File: src/design/core_pkg.sv
// Core package for the RV32 integer core
package core_pkg;

  // ----------------------------------------
  // Widths
  // ----------------------------------------
  localparam int unsigned XLEN       = 32;
  localparam int unsigned NR_REGS    = 32;
  localparam int unsigned REG_ADDR_W = 5;
  localparam int unsigned ALU_OP_W   = 3;

  // ----------------------------------------
  // Encodings
  // ----------------------------------------
  localparam logic [6:0] OPC_OP     = 7'b0110011;
  localparam logic [6:0] OPC_OP_IMM = 7'b0010011;
  localparam logic [6:0] OPC_LUI    = 7'b0110111;
  localparam logic [6:0] OPC_BRANCH = 7'b1100011;
  localparam logic [6:0] OPC_JAL    = 7'b1101111;
  localparam logic [6:0] OPC_SYSTEM = 7'b1110011;

  localparam logic [31:0] MRET_WORD = 32'h3020_0073;

  // Function codes of the supported instructions
  localparam logic [2:0] F3_ADD_SUB = 3'b000;
  localparam logic [2:0] F3_XOR     = 3'b100;
  localparam logic [2:0] F3_OR      = 3'b110;
  localparam logic [2:0] F3_AND     = 3'b111;
  localparam logic [2:0] F3_BEQ     = 3'b000;
  localparam logic [2:0] F3_BNE     = 3'b001;
  localparam logic [6:0] F7_BASE    = 7'b0000000;
  localparam logic [6:0] F7_SUB     = 7'b0100000;

  // ALU operations with PASS_B for LUI
  localparam logic [ALU_OP_W-1:0] ALU_ADD    = 3'd0;
  localparam logic [ALU_OP_W-1:0] ALU_SUB    = 3'd1;
  localparam logic [ALU_OP_W-1:0] ALU_XOR    = 3'd2;
  localparam logic [ALU_OP_W-1:0] ALU_OR     = 3'd3;
  localparam logic [ALU_OP_W-1:0] ALU_AND    = 3'd4;
  localparam logic [ALU_OP_W-1:0] ALU_PASS_B = 3'd5;

  localparam logic [XLEN-1:0] CAUSE_ILLEGAL = 32'd2;

  // Instruction word seen as R-type or I-type
  typedef union packed {
    struct packed {
      logic [6:0]            funct7;
      logic [REG_ADDR_W-1:0] rs2;
      logic [REG_ADDR_W-1:0] rs1;
      logic [2:0]            funct3;
      logic [REG_ADDR_W-1:0] rd;
      logic [6:0]            opcode;
    } r;
    struct packed {
      logic [11:0]           imm;
      logic [REG_ADDR_W-1:0] rs1;
      logic [2:0]            funct3;
      logic [REG_ADDR_W-1:0] rd;
      logic [6:0]            opcode;
    } i;
  } instr_t;

endpackage

File: src/design/fetch_unit.sv
// Instruction fetch unit
module fetch_unit #(
  parameter logic [core_pkg::XLEN-1:0] BootAddr = '0
) (
  input  logic                      clk_i,
  input  logic                      rst_ni,
  input  logic                      redirect_valid_i,
  input  logic [core_pkg::XLEN-1:0] redirect_pc_i,
  output logic                      instr_req_o,
  output logic [core_pkg::XLEN-1:0] instr_addr_o,
  input  logic                      instr_valid_i,
  input  logic [31:0]               instr_rdata_i,
  output logic                      fetch_valid_o,
  output logic [core_pkg::XLEN-1:0] fetch_pc_o,
  output core_pkg::instr_t          fetch_instr_o
);

  logic [core_pkg::XLEN-1:0] pc_q;
  logic                      boot_q;
  logic                      req_q;
  logic                      outstanding_q;
  logic                      accept;

  // Stray responses are dropped
  assign accept       = instr_valid_i & outstanding_q;
  assign instr_req_o  = req_q;
  assign instr_addr_o = pc_q;

  always_ff @(posedge clk_i or negedge rst_ni) begin
    if (!rst_ni) begin
      pc_q          <= BootAddr;
      boot_q        <= 1'b1;
      req_q         <= 1'b0;
      outstanding_q <= 1'b0;
      fetch_valid_o <= 1'b0;
    end else begin
      boot_q        <= 1'b0;
      req_q         <= boot_q | redirect_valid_i;
      fetch_valid_o <= accept;
      if (redirect_valid_i) begin
        pc_q <= redirect_pc_i;
      end
      if (req_q) begin
        outstanding_q <= 1'b1;
      end else if (accept) begin
        outstanding_q <= 1'b0;
      end
    end
  end

  // Returned word and its PC
  always_ff @(posedge clk_i) begin
    if (accept) begin
      fetch_pc_o    <= pc_q;
      fetch_instr_o <= instr_rdata_i;
    end
  end

endmodule

File: src/design/reg_file.sv
// Integer register file
module reg_file (
  input  logic                            clk_i,
  input  logic                            rst_ni,
  input  logic [core_pkg::REG_ADDR_W-1:0] raddr_a_i,
  input  logic [core_pkg::REG_ADDR_W-1:0] raddr_b_i,
  output logic [core_pkg::XLEN-1:0]       rdata_a_o,
  output logic [core_pkg::XLEN-1:0]       rdata_b_o,
  input  logic                            we_i,
  input  logic [core_pkg::REG_ADDR_W-1:0] waddr_i,
  input  logic [core_pkg::XLEN-1:0]       wdata_i
);

  // No storage behind x0
  logic [core_pkg::XLEN-1:0] regs_q [1:core_pkg::NR_REGS-1];

  always_ff @(posedge clk_i or negedge rst_ni) begin
    if (!rst_ni) begin
      for (int unsigned k = 1; k < core_pkg::NR_REGS; k++) begin
        regs_q[k] <= '0;
      end
    end else if (we_i && waddr_i != '0) begin
      regs_q[waddr_i] <= wdata_i;
    end
  end

  assign rdata_a_o = (raddr_a_i == '0) ? '0 : regs_q[raddr_a_i];
  assign rdata_b_o = (raddr_b_i == '0) ? '0 : regs_q[raddr_b_i];

endmodule

File: src/design/decode_unit.sv
// Instruction decode stage
module decode_unit (
  input  logic                            clk_i,
  input  logic                            rst_ni,
  input  logic                            fetch_valid_i,
  input  logic [core_pkg::XLEN-1:0]       fetch_pc_i,
  input  core_pkg::instr_t                fetch_instr_i,
  output logic [core_pkg::REG_ADDR_W-1:0] rf_raddr_a_o,
  output logic [core_pkg::REG_ADDR_W-1:0] rf_raddr_b_o,
  input  logic [core_pkg::XLEN-1:0]       rf_rdata_a_i,
  input  logic [core_pkg::XLEN-1:0]       rf_rdata_b_i,
  output logic                            dec_valid_o,
  output logic [core_pkg::XLEN-1:0]       dec_pc_o,
  output core_pkg::instr_t                dec_instr_o,
  output logic [core_pkg::XLEN-1:0]       dec_op_a_o,
  output logic [core_pkg::XLEN-1:0]       dec_op_b_o,
  output logic [core_pkg::XLEN-1:0]       dec_imm_o,
  output logic [core_pkg::ALU_OP_W-1:0]   dec_alu_op_o,
  output logic [core_pkg::REG_ADDR_W-1:0] dec_rd_o,
  output logic                            dec_we_o,
  output logic                            dec_is_branch_o,
  output logic                            dec_is_jal_o,
  output logic                            dec_branch_ne_o,
  output logic                            dec_illegal_o,
  output logic                            dec_is_mret_o
);

  core_pkg::instr_t              ins;
  logic [core_pkg::XLEN-1:0]     imm_i, imm_b, imm_j, imm_u, imm;
  logic [core_pkg::ALU_OP_W-1:0] f3_op, alu_op;
  logic                          f3_ok, writes, is_branch, is_jal, is_mret, illegal;

  assign ins          = fetch_instr_i;
  assign rf_raddr_a_o = ins.r.rs1;
  assign rf_raddr_b_o = ins.r.rs2;

  // ----------------------------------------
  // Immediates
  // ----------------------------------------
  assign imm_i = {{20{ins.i.imm[11]}}, ins.i.imm};
  assign imm_u = {ins.i.imm, ins.i.rs1, ins.i.funct3, 12'b0};
  // B and J bits are scattered over both views
  assign imm_b = {{20{ins.r.funct7[6]}}, ins.r.rd[0], ins.r.funct7[5:0], ins.r.rd[4:1], 1'b0};
  assign imm_j = {{12{ins.i.imm[11]}}, ins.i.rs1, ins.i.funct3, ins.i.imm[0],
                  ins.i.imm[10:1], 1'b0};

  // Shared by OP and OP-IMM
  always_comb begin
    f3_ok = 1'b1;
    case (ins.i.funct3)
      core_pkg::F3_ADD_SUB: f3_op = core_pkg::ALU_ADD;
      core_pkg::F3_XOR:     f3_op = core_pkg::ALU_XOR;
      core_pkg::F3_OR:      f3_op = core_pkg::ALU_OR;
      core_pkg::F3_AND:     f3_op = core_pkg::ALU_AND;
      default: begin
        f3_op = core_pkg::ALU_ADD;
        f3_ok = 1'b0;
      end
    endcase
  end

  always_comb begin
    alu_op    = f3_op;
    imm       = imm_i;
    writes    = 1'b0;
    is_branch = 1'b0;
    is_jal    = 1'b0;
    is_mret   = 1'b0;
    illegal   = 1'b0;
    case (ins.r.opcode)
      core_pkg::OPC_OP_IMM: begin
        writes  = 1'b1;
        illegal = !f3_ok;
      end
      core_pkg::OPC_OP: begin
        writes = 1'b1;
        if (ins.r.funct7 == core_pkg::F7_SUB && ins.r.funct3 == core_pkg::F3_ADD_SUB) begin
          alu_op = core_pkg::ALU_SUB;
        end else begin
          illegal = !f3_ok || ins.r.funct7 != core_pkg::F7_BASE;
        end
      end
      core_pkg::OPC_LUI: begin
        writes = 1'b1;
        imm    = imm_u;
        alu_op = core_pkg::ALU_PASS_B;
      end
      core_pkg::OPC_BRANCH: begin
        imm       = imm_b;
        is_branch = 1'b1;
        illegal   = ins.r.funct3 != core_pkg::F3_BEQ && ins.r.funct3 != core_pkg::F3_BNE;
      end
      core_pkg::OPC_JAL: begin
        writes = 1'b1;
        imm    = imm_j;
        is_jal = 1'b1;
      end
      core_pkg::OPC_SYSTEM: begin
        is_mret = ins == core_pkg::MRET_WORD;
        illegal = !is_mret;
      end
      default: illegal = 1'b1;
    endcase
  end

  always_ff @(posedge clk_i or negedge rst_ni) begin
    if (!rst_ni) begin
      dec_valid_o <= 1'b0;
    end else begin
      dec_valid_o <= fetch_valid_i;
    end
  end

  always_ff @(posedge clk_i) begin
    if (fetch_valid_i) begin
      dec_pc_o        <= fetch_pc_i;
      dec_instr_o     <= ins;
      dec_op_a_o      <= rf_rdata_a_i;
      dec_op_b_o      <= rf_rdata_b_i;
      dec_imm_o       <= imm;
      dec_alu_op_o    <= alu_op;
      dec_rd_o        <= ins.r.rd;
      dec_we_o        <= writes && !illegal && ins.r.rd != '0;
      dec_is_branch_o <= is_branch && !illegal;
      dec_is_jal_o    <= is_jal;
      dec_branch_ne_o <= ins.r.funct3 == core_pkg::F3_BNE;
      dec_illegal_o   <= illegal;
      dec_is_mret_o   <= is_mret;
    end
  end

endmodule

File: src/design/execute_unit.sv
// Execute stage with ALU and branch resolution
module execute_unit (
  input  logic                            clk_i,
  input  logic                            rst_ni,
  input  logic                            dec_valid_i,
  input  logic [core_pkg::XLEN-1:0]       dec_pc_i,
  input  core_pkg::instr_t                dec_instr_i,
  input  logic [core_pkg::XLEN-1:0]       dec_op_a_i,
  input  logic [core_pkg::XLEN-1:0]       dec_op_b_i,
  input  logic [core_pkg::XLEN-1:0]       dec_imm_i,
  input  logic [core_pkg::ALU_OP_W-1:0]   dec_alu_op_i,
  input  logic [core_pkg::REG_ADDR_W-1:0] dec_rd_i,
  input  logic                            dec_we_i,
  input  logic                            dec_is_branch_i,
  input  logic                            dec_is_jal_i,
  input  logic                            dec_branch_ne_i,
  input  logic                            dec_illegal_i,
  input  logic                            dec_is_mret_i,
  output logic                            ex_valid_o,
  output logic [core_pkg::XLEN-1:0]       ex_pc_o,
  output core_pkg::instr_t                ex_instr_o,
  output logic [core_pkg::XLEN-1:0]       ex_result_o,
  output logic [core_pkg::REG_ADDR_W-1:0] ex_rd_o,
  output logic                            ex_we_o,
  output logic [core_pkg::XLEN-1:0]       ex_next_pc_o,
  output logic                            ex_illegal_o,
  output logic                            ex_is_mret_o
);

  logic [core_pkg::XLEN-1:0] op_b, alu_res, pc_plus4, pc_target;
  logic                      taken;

  // Immediate replaces rs2 except for register-register ops
  assign op_b = (dec_instr_i.r.opcode == core_pkg::OPC_OP) ? dec_op_b_i : dec_imm_i;

  always_comb begin
    case (dec_alu_op_i)
      core_pkg::ALU_ADD: alu_res = dec_op_a_i + op_b;
      core_pkg::ALU_SUB: alu_res = dec_op_a_i - op_b;
      core_pkg::ALU_XOR: alu_res = dec_op_a_i ^ op_b;
      core_pkg::ALU_OR:  alu_res = dec_op_a_i | op_b;
      core_pkg::ALU_AND: alu_res = dec_op_a_i & op_b;
      default:           alu_res = op_b;
    endcase
  end

  // Branch compare always uses both register operands
  assign taken = dec_is_jal_i |
                 (dec_is_branch_i & ((dec_op_a_i == dec_op_b_i) ^ dec_branch_ne_i));
  assign pc_plus4  = dec_pc_i + core_pkg::XLEN'(4);
  assign pc_target = dec_pc_i + dec_imm_i;

  always_ff @(posedge clk_i or negedge rst_ni) begin
    if (!rst_ni) begin
      ex_valid_o <= 1'b0;
    end else begin
      ex_valid_o <= dec_valid_i;
    end
  end

  always_ff @(posedge clk_i) begin
    if (dec_valid_i) begin
      ex_pc_o      <= dec_pc_i;
      ex_instr_o   <= dec_instr_i;
      ex_result_o  <= dec_is_jal_i ? pc_plus4 : alu_res;
      ex_rd_o      <= dec_rd_i;
      ex_we_o      <= dec_we_i;
      ex_next_pc_o <= taken ? pc_target : pc_plus4;
      ex_illegal_o <= dec_illegal_i;
      ex_is_mret_o <= dec_is_mret_i;
    end
  end

endmodule

File: src/design/commit_unit.sv
// Commit stage with writeback and trap handling
module commit_unit #(
  parameter logic [core_pkg::XLEN-1:0] TrapVector = 'h400
) (
  input  logic                            clk_i,
  input  logic                            rst_ni,
  input  logic                            ex_valid_i,
  input  logic [core_pkg::XLEN-1:0]       ex_pc_i,
  input  core_pkg::instr_t                ex_instr_i,
  input  logic [core_pkg::XLEN-1:0]       ex_result_i,
  input  logic [core_pkg::REG_ADDR_W-1:0] ex_rd_i,
  input  logic                            ex_we_i,
  input  logic [core_pkg::XLEN-1:0]       ex_next_pc_i,
  input  logic                            ex_illegal_i,
  input  logic                            ex_is_mret_i,
  output logic                            rf_we_o,
  output logic [core_pkg::REG_ADDR_W-1:0] rf_waddr_o,
  output logic [core_pkg::XLEN-1:0]       rf_wdata_o,
  output logic                            redirect_valid_o,
  output logic [core_pkg::XLEN-1:0]       redirect_pc_o,
  output logic                            commit_valid_o,
  output logic [core_pkg::XLEN-1:0]       commit_pc_o,
  output logic [31:0]                     commit_insn_o,
  output logic                            commit_we_o,
  output logic [core_pkg::REG_ADDR_W-1:0] commit_rd_o,
  output logic [core_pkg::XLEN-1:0]       commit_wdata_o,
  output logic                            commit_exc_o,
  output logic [core_pkg::XLEN-1:0]       commit_cause_o
);

  logic [core_pkg::XLEN-1:0] epc_q;
  logic                      trap;

  // Retire point is the cycle the execute result is held
  assign trap       = ex_valid_i & ex_illegal_i;
  assign rf_we_o    = ex_valid_i & ex_we_i & ~ex_illegal_i;
  assign rf_waddr_o = ex_rd_i;
  assign rf_wdata_o = ex_result_i;

  // Trace port
  assign commit_valid_o = ex_valid_i;
  assign commit_pc_o    = ex_pc_i;
  assign commit_insn_o  = ex_instr_i;
  assign commit_we_o    = rf_we_o;
  assign commit_rd_o    = ex_rd_i;
  assign commit_wdata_o = ex_result_i;
  assign commit_exc_o   = trap;
  assign commit_cause_o = trap ? core_pkg::CAUSE_ILLEGAL : '0;

  // Every commit restarts fetch somewhere
  assign redirect_valid_o = ex_valid_i;

  always_comb begin
    if (ex_illegal_i) begin
      redirect_pc_o = TrapVector;
    end else if (ex_is_mret_i) begin
      redirect_pc_o = epc_q + core_pkg::XLEN'(4); // handler skips the faulting word
    end else begin
      redirect_pc_o = ex_next_pc_i;
    end
  end

  always_ff @(posedge clk_i or negedge rst_ni) begin
    if (!rst_ni) begin
      epc_q <= '0;
    end else if (trap) begin
      epc_q <= ex_pc_i;
    end
  end

endmodule

File: src/design/core_top.sv
// RV32 integer core top level
module core_top #(
  parameter logic [core_pkg::XLEN-1:0] BootAddr   = '0,
  parameter logic [core_pkg::XLEN-1:0] TrapVector = 'h400
) (
  input  logic                            clk_i,
  input  logic                            rst_ni,
  output logic                            instr_req_o,
  output logic [core_pkg::XLEN-1:0]       instr_addr_o,
  input  logic                            instr_valid_i,
  input  logic [31:0]                     instr_rdata_i,
  output logic                            commit_valid_o,
  output logic [core_pkg::XLEN-1:0]       commit_pc_o,
  output logic [31:0]                     commit_insn_o,
  output logic                            commit_we_o,
  output logic [core_pkg::REG_ADDR_W-1:0] commit_rd_o,
  output logic [core_pkg::XLEN-1:0]       commit_wdata_o,
  output logic                            commit_exc_o,
  output logic [core_pkg::XLEN-1:0]       commit_cause_o
);

  // ----------------------------------------
  // Stage signals
  // ----------------------------------------
  logic                            fetch_valid, dec_valid, ex_valid, redirect_valid, rf_we;
  logic [core_pkg::XLEN-1:0]       fetch_pc, dec_pc, ex_pc, redirect_pc;
  core_pkg::instr_t                fetch_instr, dec_instr, ex_instr;
  logic [core_pkg::REG_ADDR_W-1:0] rf_raddr_a, rf_raddr_b, rf_waddr, dec_rd, ex_rd;
  logic [core_pkg::XLEN-1:0]       rf_rdata_a, rf_rdata_b, rf_wdata;
  logic [core_pkg::XLEN-1:0]       dec_op_a, dec_op_b, dec_imm, ex_result, ex_next_pc;
  logic [core_pkg::ALU_OP_W-1:0]   dec_alu_op;
  logic                            dec_we, dec_is_branch, dec_is_jal, dec_branch_ne;
  logic                            dec_illegal, dec_is_mret, ex_we, ex_illegal, ex_is_mret;

  fetch_unit #(
    .BootAddr (BootAddr)
  ) u_fetch_unit (
    .clk_i,
    .rst_ni,
    .redirect_valid_i (redirect_valid),
    .redirect_pc_i    (redirect_pc),
    .instr_req_o,
    .instr_addr_o,
    .instr_valid_i,
    .instr_rdata_i,
    .fetch_valid_o    (fetch_valid),
    .fetch_pc_o       (fetch_pc),
    .fetch_instr_o    (fetch_instr)
  );

  reg_file u_reg_file (
    .clk_i,
    .rst_ni,
    .raddr_a_i (rf_raddr_a),
    .raddr_b_i (rf_raddr_b),
    .rdata_a_o (rf_rdata_a),
    .rdata_b_o (rf_rdata_b),
    .we_i      (rf_we),
    .waddr_i   (rf_waddr),
    .wdata_i   (rf_wdata)
  );

  decode_unit u_decode_unit (
    .clk_i,
    .rst_ni,
    .fetch_valid_i   (fetch_valid),
    .fetch_pc_i      (fetch_pc),
    .fetch_instr_i   (fetch_instr),
    .rf_raddr_a_o    (rf_raddr_a),
    .rf_raddr_b_o    (rf_raddr_b),
    .rf_rdata_a_i    (rf_rdata_a),
    .rf_rdata_b_i    (rf_rdata_b),
    .dec_valid_o     (dec_valid),
    .dec_pc_o        (dec_pc),
    .dec_instr_o     (dec_instr),
    .dec_op_a_o      (dec_op_a),
    .dec_op_b_o      (dec_op_b),
    .dec_imm_o       (dec_imm),
    .dec_alu_op_o    (dec_alu_op),
    .dec_rd_o        (dec_rd),
    .dec_we_o        (dec_we),
    .dec_is_branch_o (dec_is_branch),
    .dec_is_jal_o    (dec_is_jal),
    .dec_branch_ne_o (dec_branch_ne),
    .dec_illegal_o   (dec_illegal),
    .dec_is_mret_o   (dec_is_mret)
  );

  execute_unit u_execute_unit (
    .clk_i,
    .rst_ni,
    .dec_valid_i     (dec_valid),
    .dec_pc_i        (dec_pc),
    .dec_instr_i     (dec_instr),
    .dec_op_a_i      (dec_op_a),
    .dec_op_b_i      (dec_op_b),
    .dec_imm_i       (dec_imm),
    .dec_alu_op_i    (dec_alu_op),
    .dec_rd_i        (dec_rd),
    .dec_we_i        (dec_we),
    .dec_is_branch_i (dec_is_branch),
    .dec_is_jal_i    (dec_is_jal),
    .dec_branch_ne_i (dec_branch_ne),
    .dec_illegal_i   (dec_illegal),
    .dec_is_mret_i   (dec_is_mret),
    .ex_valid_o      (ex_valid),
    .ex_pc_o         (ex_pc),
    .ex_instr_o      (ex_instr),
    .ex_result_o     (ex_result),
    .ex_rd_o         (ex_rd),
    .ex_we_o         (ex_we),
    .ex_next_pc_o    (ex_next_pc),
    .ex_illegal_o    (ex_illegal),
    .ex_is_mret_o    (ex_is_mret)
  );

  commit_unit #(
    .TrapVector (TrapVector)
  ) u_commit_unit (
    .clk_i,
    .rst_ni,
    .ex_valid_i       (ex_valid),
    .ex_pc_i          (ex_pc),
    .ex_instr_i       (ex_instr),
    .ex_result_i      (ex_result),
    .ex_rd_i          (ex_rd),
    .ex_we_i          (ex_we),
    .ex_next_pc_i     (ex_next_pc),
    .ex_illegal_i     (ex_illegal),
    .ex_is_mret_i     (ex_is_mret),
    .rf_we_o          (rf_we),
    .rf_waddr_o       (rf_waddr),
    .rf_wdata_o       (rf_wdata),
    .redirect_valid_o (redirect_valid),
    .redirect_pc_o    (redirect_pc),
    .commit_valid_o,
    .commit_pc_o,
    .commit_insn_o,
    .commit_we_o,
    .commit_rd_o,
    .commit_wdata_o,
    .commit_exc_o,
    .commit_cause_o
  );

endmodule

File: config.mk
export PLATFORM = sky130hd
export DESIGN_NAME = core_top
export DESIGN_NICKNAME = d
export VERILOG_FILES = /design/src/design/core_pkg.sv /design/src/design/fetch_unit.sv /design/src/design/reg_file.sv /design/src/design/decode_unit.sv /design/src/design/execute_unit.sv /design/src/design/commit_unit.sv /design/src/design/core_top.sv
export SDC_FILE = /design/constraint.sdc
export NUM_CORES = 2
export LEC_CHECK = 0
export ABC_AREA = 0
export BUFFER_PORTS_ARGS = -buffer_cell sky130_fd_sc_hd__buf_4
export CAP_MARGIN = 30
export CORE_ASPECT_RATIO = 1.25
export CORE_UTILIZATION = 50
export CTS_CLUSTER_DIAMETER = 150
export CTS_CLUSTER_SIZE = 14
export DETAILED_ROUTE_END_ITERATION = 12
export PLACE_DENSITY = 0.66
export RECOVER_POWER = 50
export SYNTH_ARGS = -nofsm -noshare
export SYNTH_HDL_FRONTEND = slang
export SYNTH_SLANG_ARGS = --single-unit
File: constraint.sdc
create_clock -name clk_i -period 6.5 [get_ports clk_i]
set_input_delay 0.65 -clock clk_i [delete_from_list [all_inputs] [get_ports clk_i]]
set_output_delay 0.65 -clock clk_i [all_outputs]
set_load 0.005 [all_outputs]
==> impl_metrics.csv <==
group,metric,value,unit
run_status,status,"finished, violations left",
run_status,violations,"max-capacitance violations, max-slew violations",
timing,setup_viol_count_final,0,
detailed_routing,viasPerCell,6.501,
layout,final_area,82090,um^2
hold_path,hp-class,"primary input to register",
layout,drive_gt1_frac,0.4033,
global_routing,grt_max_degree,163,
setup_path,slowest_stage,"clkbuf_2",
clock_tree,cts_num_sinks,1425,
layout,largest_reg_flops,992,
setup_path,critPathCaptureType,"register",
setup_path,start_kind,"register",
place,placed_area,79390,um^2
power,power.density,233.6,nW/um^2
logic_synthesis,ys_seq_area_frac,0.4950,
timing,rsz0062_at_grt,"no",
setup_path,crit_path_end,"u_decode_unit.dec_op_a_o[21]",
logic_synthesis,syn_area,75720,um^2
power,internal_power,14.00,mW
clock_tree,clkTransAtPathRegs,0.07,ns
power,power.share.sequential,0.526,
power,p_sw_frac,0.2700,
detailed_routing,drt_first_pass_iters,5,
place,dp_hpwl,134.9,mm
clock_tree,postCtsSetupBuffers,0,
setup_path,r2r_end,"u_decode_unit.dec_op_a_o[21]",
timing,min_period_over_period,0.8983,
setup_path,startpoint,"u_fetch_unit.fetch_instr_o[16]",
global_routing,grt_pass1_wl,329.4,mm
die,dieHeight,437.1,um
setup_path,crit_fanout,111,
die,start_util,0.5041,
die,die_area,153000,um^2
setup_path,worstPathCellList,"clkbuf_2 > nor2b_4 > buf_4 > a22o_1 > mux4_2 > mux2_2",
timing,post-route-min-period,5.839,ns
power,power.share.combinational,0.139,
timing,max_freq,0.1713,GHz
timing,hold_ws,0.09056,ns
die,rows,159,
setup_path,path_class,"register to register",
die,die_x,350.1,um
clock_tree,cts_buffers,111,
logic_synthesis,yosys.area.top_type,"dfrtp_1",
die,ios,204,
setup_path,rrSetupSlack,0.66,ns
timing,slew-limit-headroom,-1.949,
setup_path,worstPathRequired,6.97,ns
logic_synthesis,ys_ff_latch,1425,
detailed_routing,drtAntennaViolNets,0,
layout,nNetsFinal,5322,
detailed_routing,num_vias,46920,
logic_synthesis,synth.avg_cell_area,14.63,um^2
setup_path,cp.arrival,6.31,ns
power,switchingPower,5.176,mW
logic_synthesis,async_reset_ff_frac,0.7453,
clock_tree,cts_resized,0,
timing,finalHoldViolCount,0,
detailed_routing,drt_iter0_drc,3770,
die,coreArea,150200,um^2
global_routing,overflow,0,
flow_run,drv_cap,25,
place,dp.cells,7056,
clock_tree,cts_root_buf,"clkbuf_16",
layout,fin_util,0.5465,
logic_synthesis,synth-edff-count,363,
power,p_leak,36.02,nW
clock_tree,clock_latency,0.77,ns
timing,finalSetupTns,0,ns
logic_synthesis,synthCells,5174,
place,place_congestion,0.9544,
layout,fin_cells,7217,
layout,layout_common_cells,"mux2_2 (1100), dfrtp_1 (1061), mux4_2 (576)",
logic_synthesis,synthTopCellsByArea,"dfrtp_1 (35%), mux4_2 (17%), mux2_2 (16%), edfxtp_1 (14%), ha_1 (2.1%)",
layout,final_common_cell,"mux2_2",
detailed_routing,wl_per_cell,30.76,um
detailed_routing,wirelength,222.0,mm
timing,drv_slew,1640,
power,irDropWorstVdd,196.0,uV
timing,finClkSkew,0.04369,ns
clock_tree,postCtsHoldBufs,1,
timing,worst_slew_pin_slew,4.423,ns
layout,regMostFlops,"u_reg_file.regs_q",
clock_tree,cts_tree,"yes",
layout,area_growth_syn_to_layout,8.419,%
detailed_routing,post-route-drc-count,0,
global_routing,track_usage,0.2930,
clock_tree,clockBufferDepth,3,
logic_synthesis,ys.flop_type,"dfrtp_1",
global_routing,grt_pass1_vias,48220,
logic_synthesis,ys_warn_count,0,
setup_path,max_stage_delay,2.71,ns
power,clkPwrFrac,0.335,
setup_path,r2r_cells,6,
global_routing,antenna_found_initial,6,
setup_path,worstReg2RegStart,"u_fetch_unit.fetch_instr_o[16]",
place,io_buffers,172,
logic_synthesis,synthDistinctLibCells,79,
logic_synthesis,synth_top_area_frac,0.3507,
clock_tree,htree_levels,3,
## stage by stage
stage	total power, mW	setup slack [ns]
floorplan	11.85	1.796
global placement	12.83	1.156
detailed placement	12.92	1.125
CTS	19.33	1.096
global route	19.87	0.5305
finish	19.17	0.6612
## power by group through the flow
stage	Clock, mW	Sequential (mW)	Combinational (mW)
after floorplan	0	10.1	1.72
after detailed placement	0	10.2	2.68
after CTS	6.57	10.1	2.69
after global routing	6.86	10.1	2.87
final	6.43	10.1	2.66
after global placement	0	10.3	2.57
## layer usage
metal / part of all wire / GRT usage
met2: 0.50 / 0.4868
met3: 0.054 / 0.03559
met4: 0.041 / 0.1178
met1: 0.41 / 0.3918
met5: 0.000059 / 0
## cell usage after synthesis, drive strengths merged, types with 12 or more instances
master / number
nand2: 161
and3: 23
a22o: 70
nor2b: 23
clkbuf: 308
a21oi: 136
a21o: 54
inv: 131
dfrtp: 1061
mux4: 576
nor2: 104
nand3: 48
nor4: 14
mux2i: 44
edfxtp: 363
xor2: 59
nand4: 24
a211oi: 21
ha: 127
buf: 165
o21ai: 110
a31oi: 12
nor3: 27
or3: 13
xnor2: 112
mux2: 1165
o22ai: 65
## final cells by class
type / count / area (um^2)
Antenna cell: 3 / 7.507
Clock buffer: 152 / 2995
Clock inverter: 5 / 83.83
Fill cell: 12180 / 68110
Inverter: 131 / 491.7
Multi-Input combinational cell: 3176 / 36120
Sequential cell: 1425 / 37480
Tap cell: 2012 / 2517
Timing Repair Buffer: 313 / 2400
## critical path: cells and delay by family, from the launching register on
kind                   cells  cell delay, ns
AO/OA/AOI/OAI              1            0.30
buffers and inverters      2            3.28
flip-flops                 1            0.32
multiplexers               2            0.82
AND/OR/NAND/NOR            1            0.66
## cells by family after synthesis
| group | share of synthesized area |
|---|---|
| multiplexers | 0.3506 |
| flip-flops | 0.4950 |
| buffers and inverters | 0.03181 |
| AO/OA/AOI/OAI | 0.04847 |
| AND/OR/NAND/NOR | 0.03274 |
| XOR/XNOR | 0.01988 |
| adder cells (fa/ha/maj) | 0.02152 |
| other | 0.00004953 |
## worst min-delay path by stage
stage,from,depth (start not counted),to,slack [ns]
2_1_floorplan,rst_ni,0,u_commit_unit.epc_q[0],0.35
3_3_place_gp,u_decode_unit.dec_is_mret_o,0,u_execute_unit.ex_is_mret_o,0.40
3_5_place_dp,u_decode_unit.dec_instr_o[15],0,u_execute_unit.ex_instr_o[15],0.40
4_1_cts,instr_rdata_i[2],1,u_fetch_unit.fetch_instr_o[2],0.02
5_1_grt,instr_rdata_i[20],1,u_fetch_unit.fetch_instr_o[20],0.08
6_report,instr_rdata_i[19],1,u_fetch_unit.fetch_instr_o[19],0.09
Note: power is estimated with default switching activity, not from simulation.
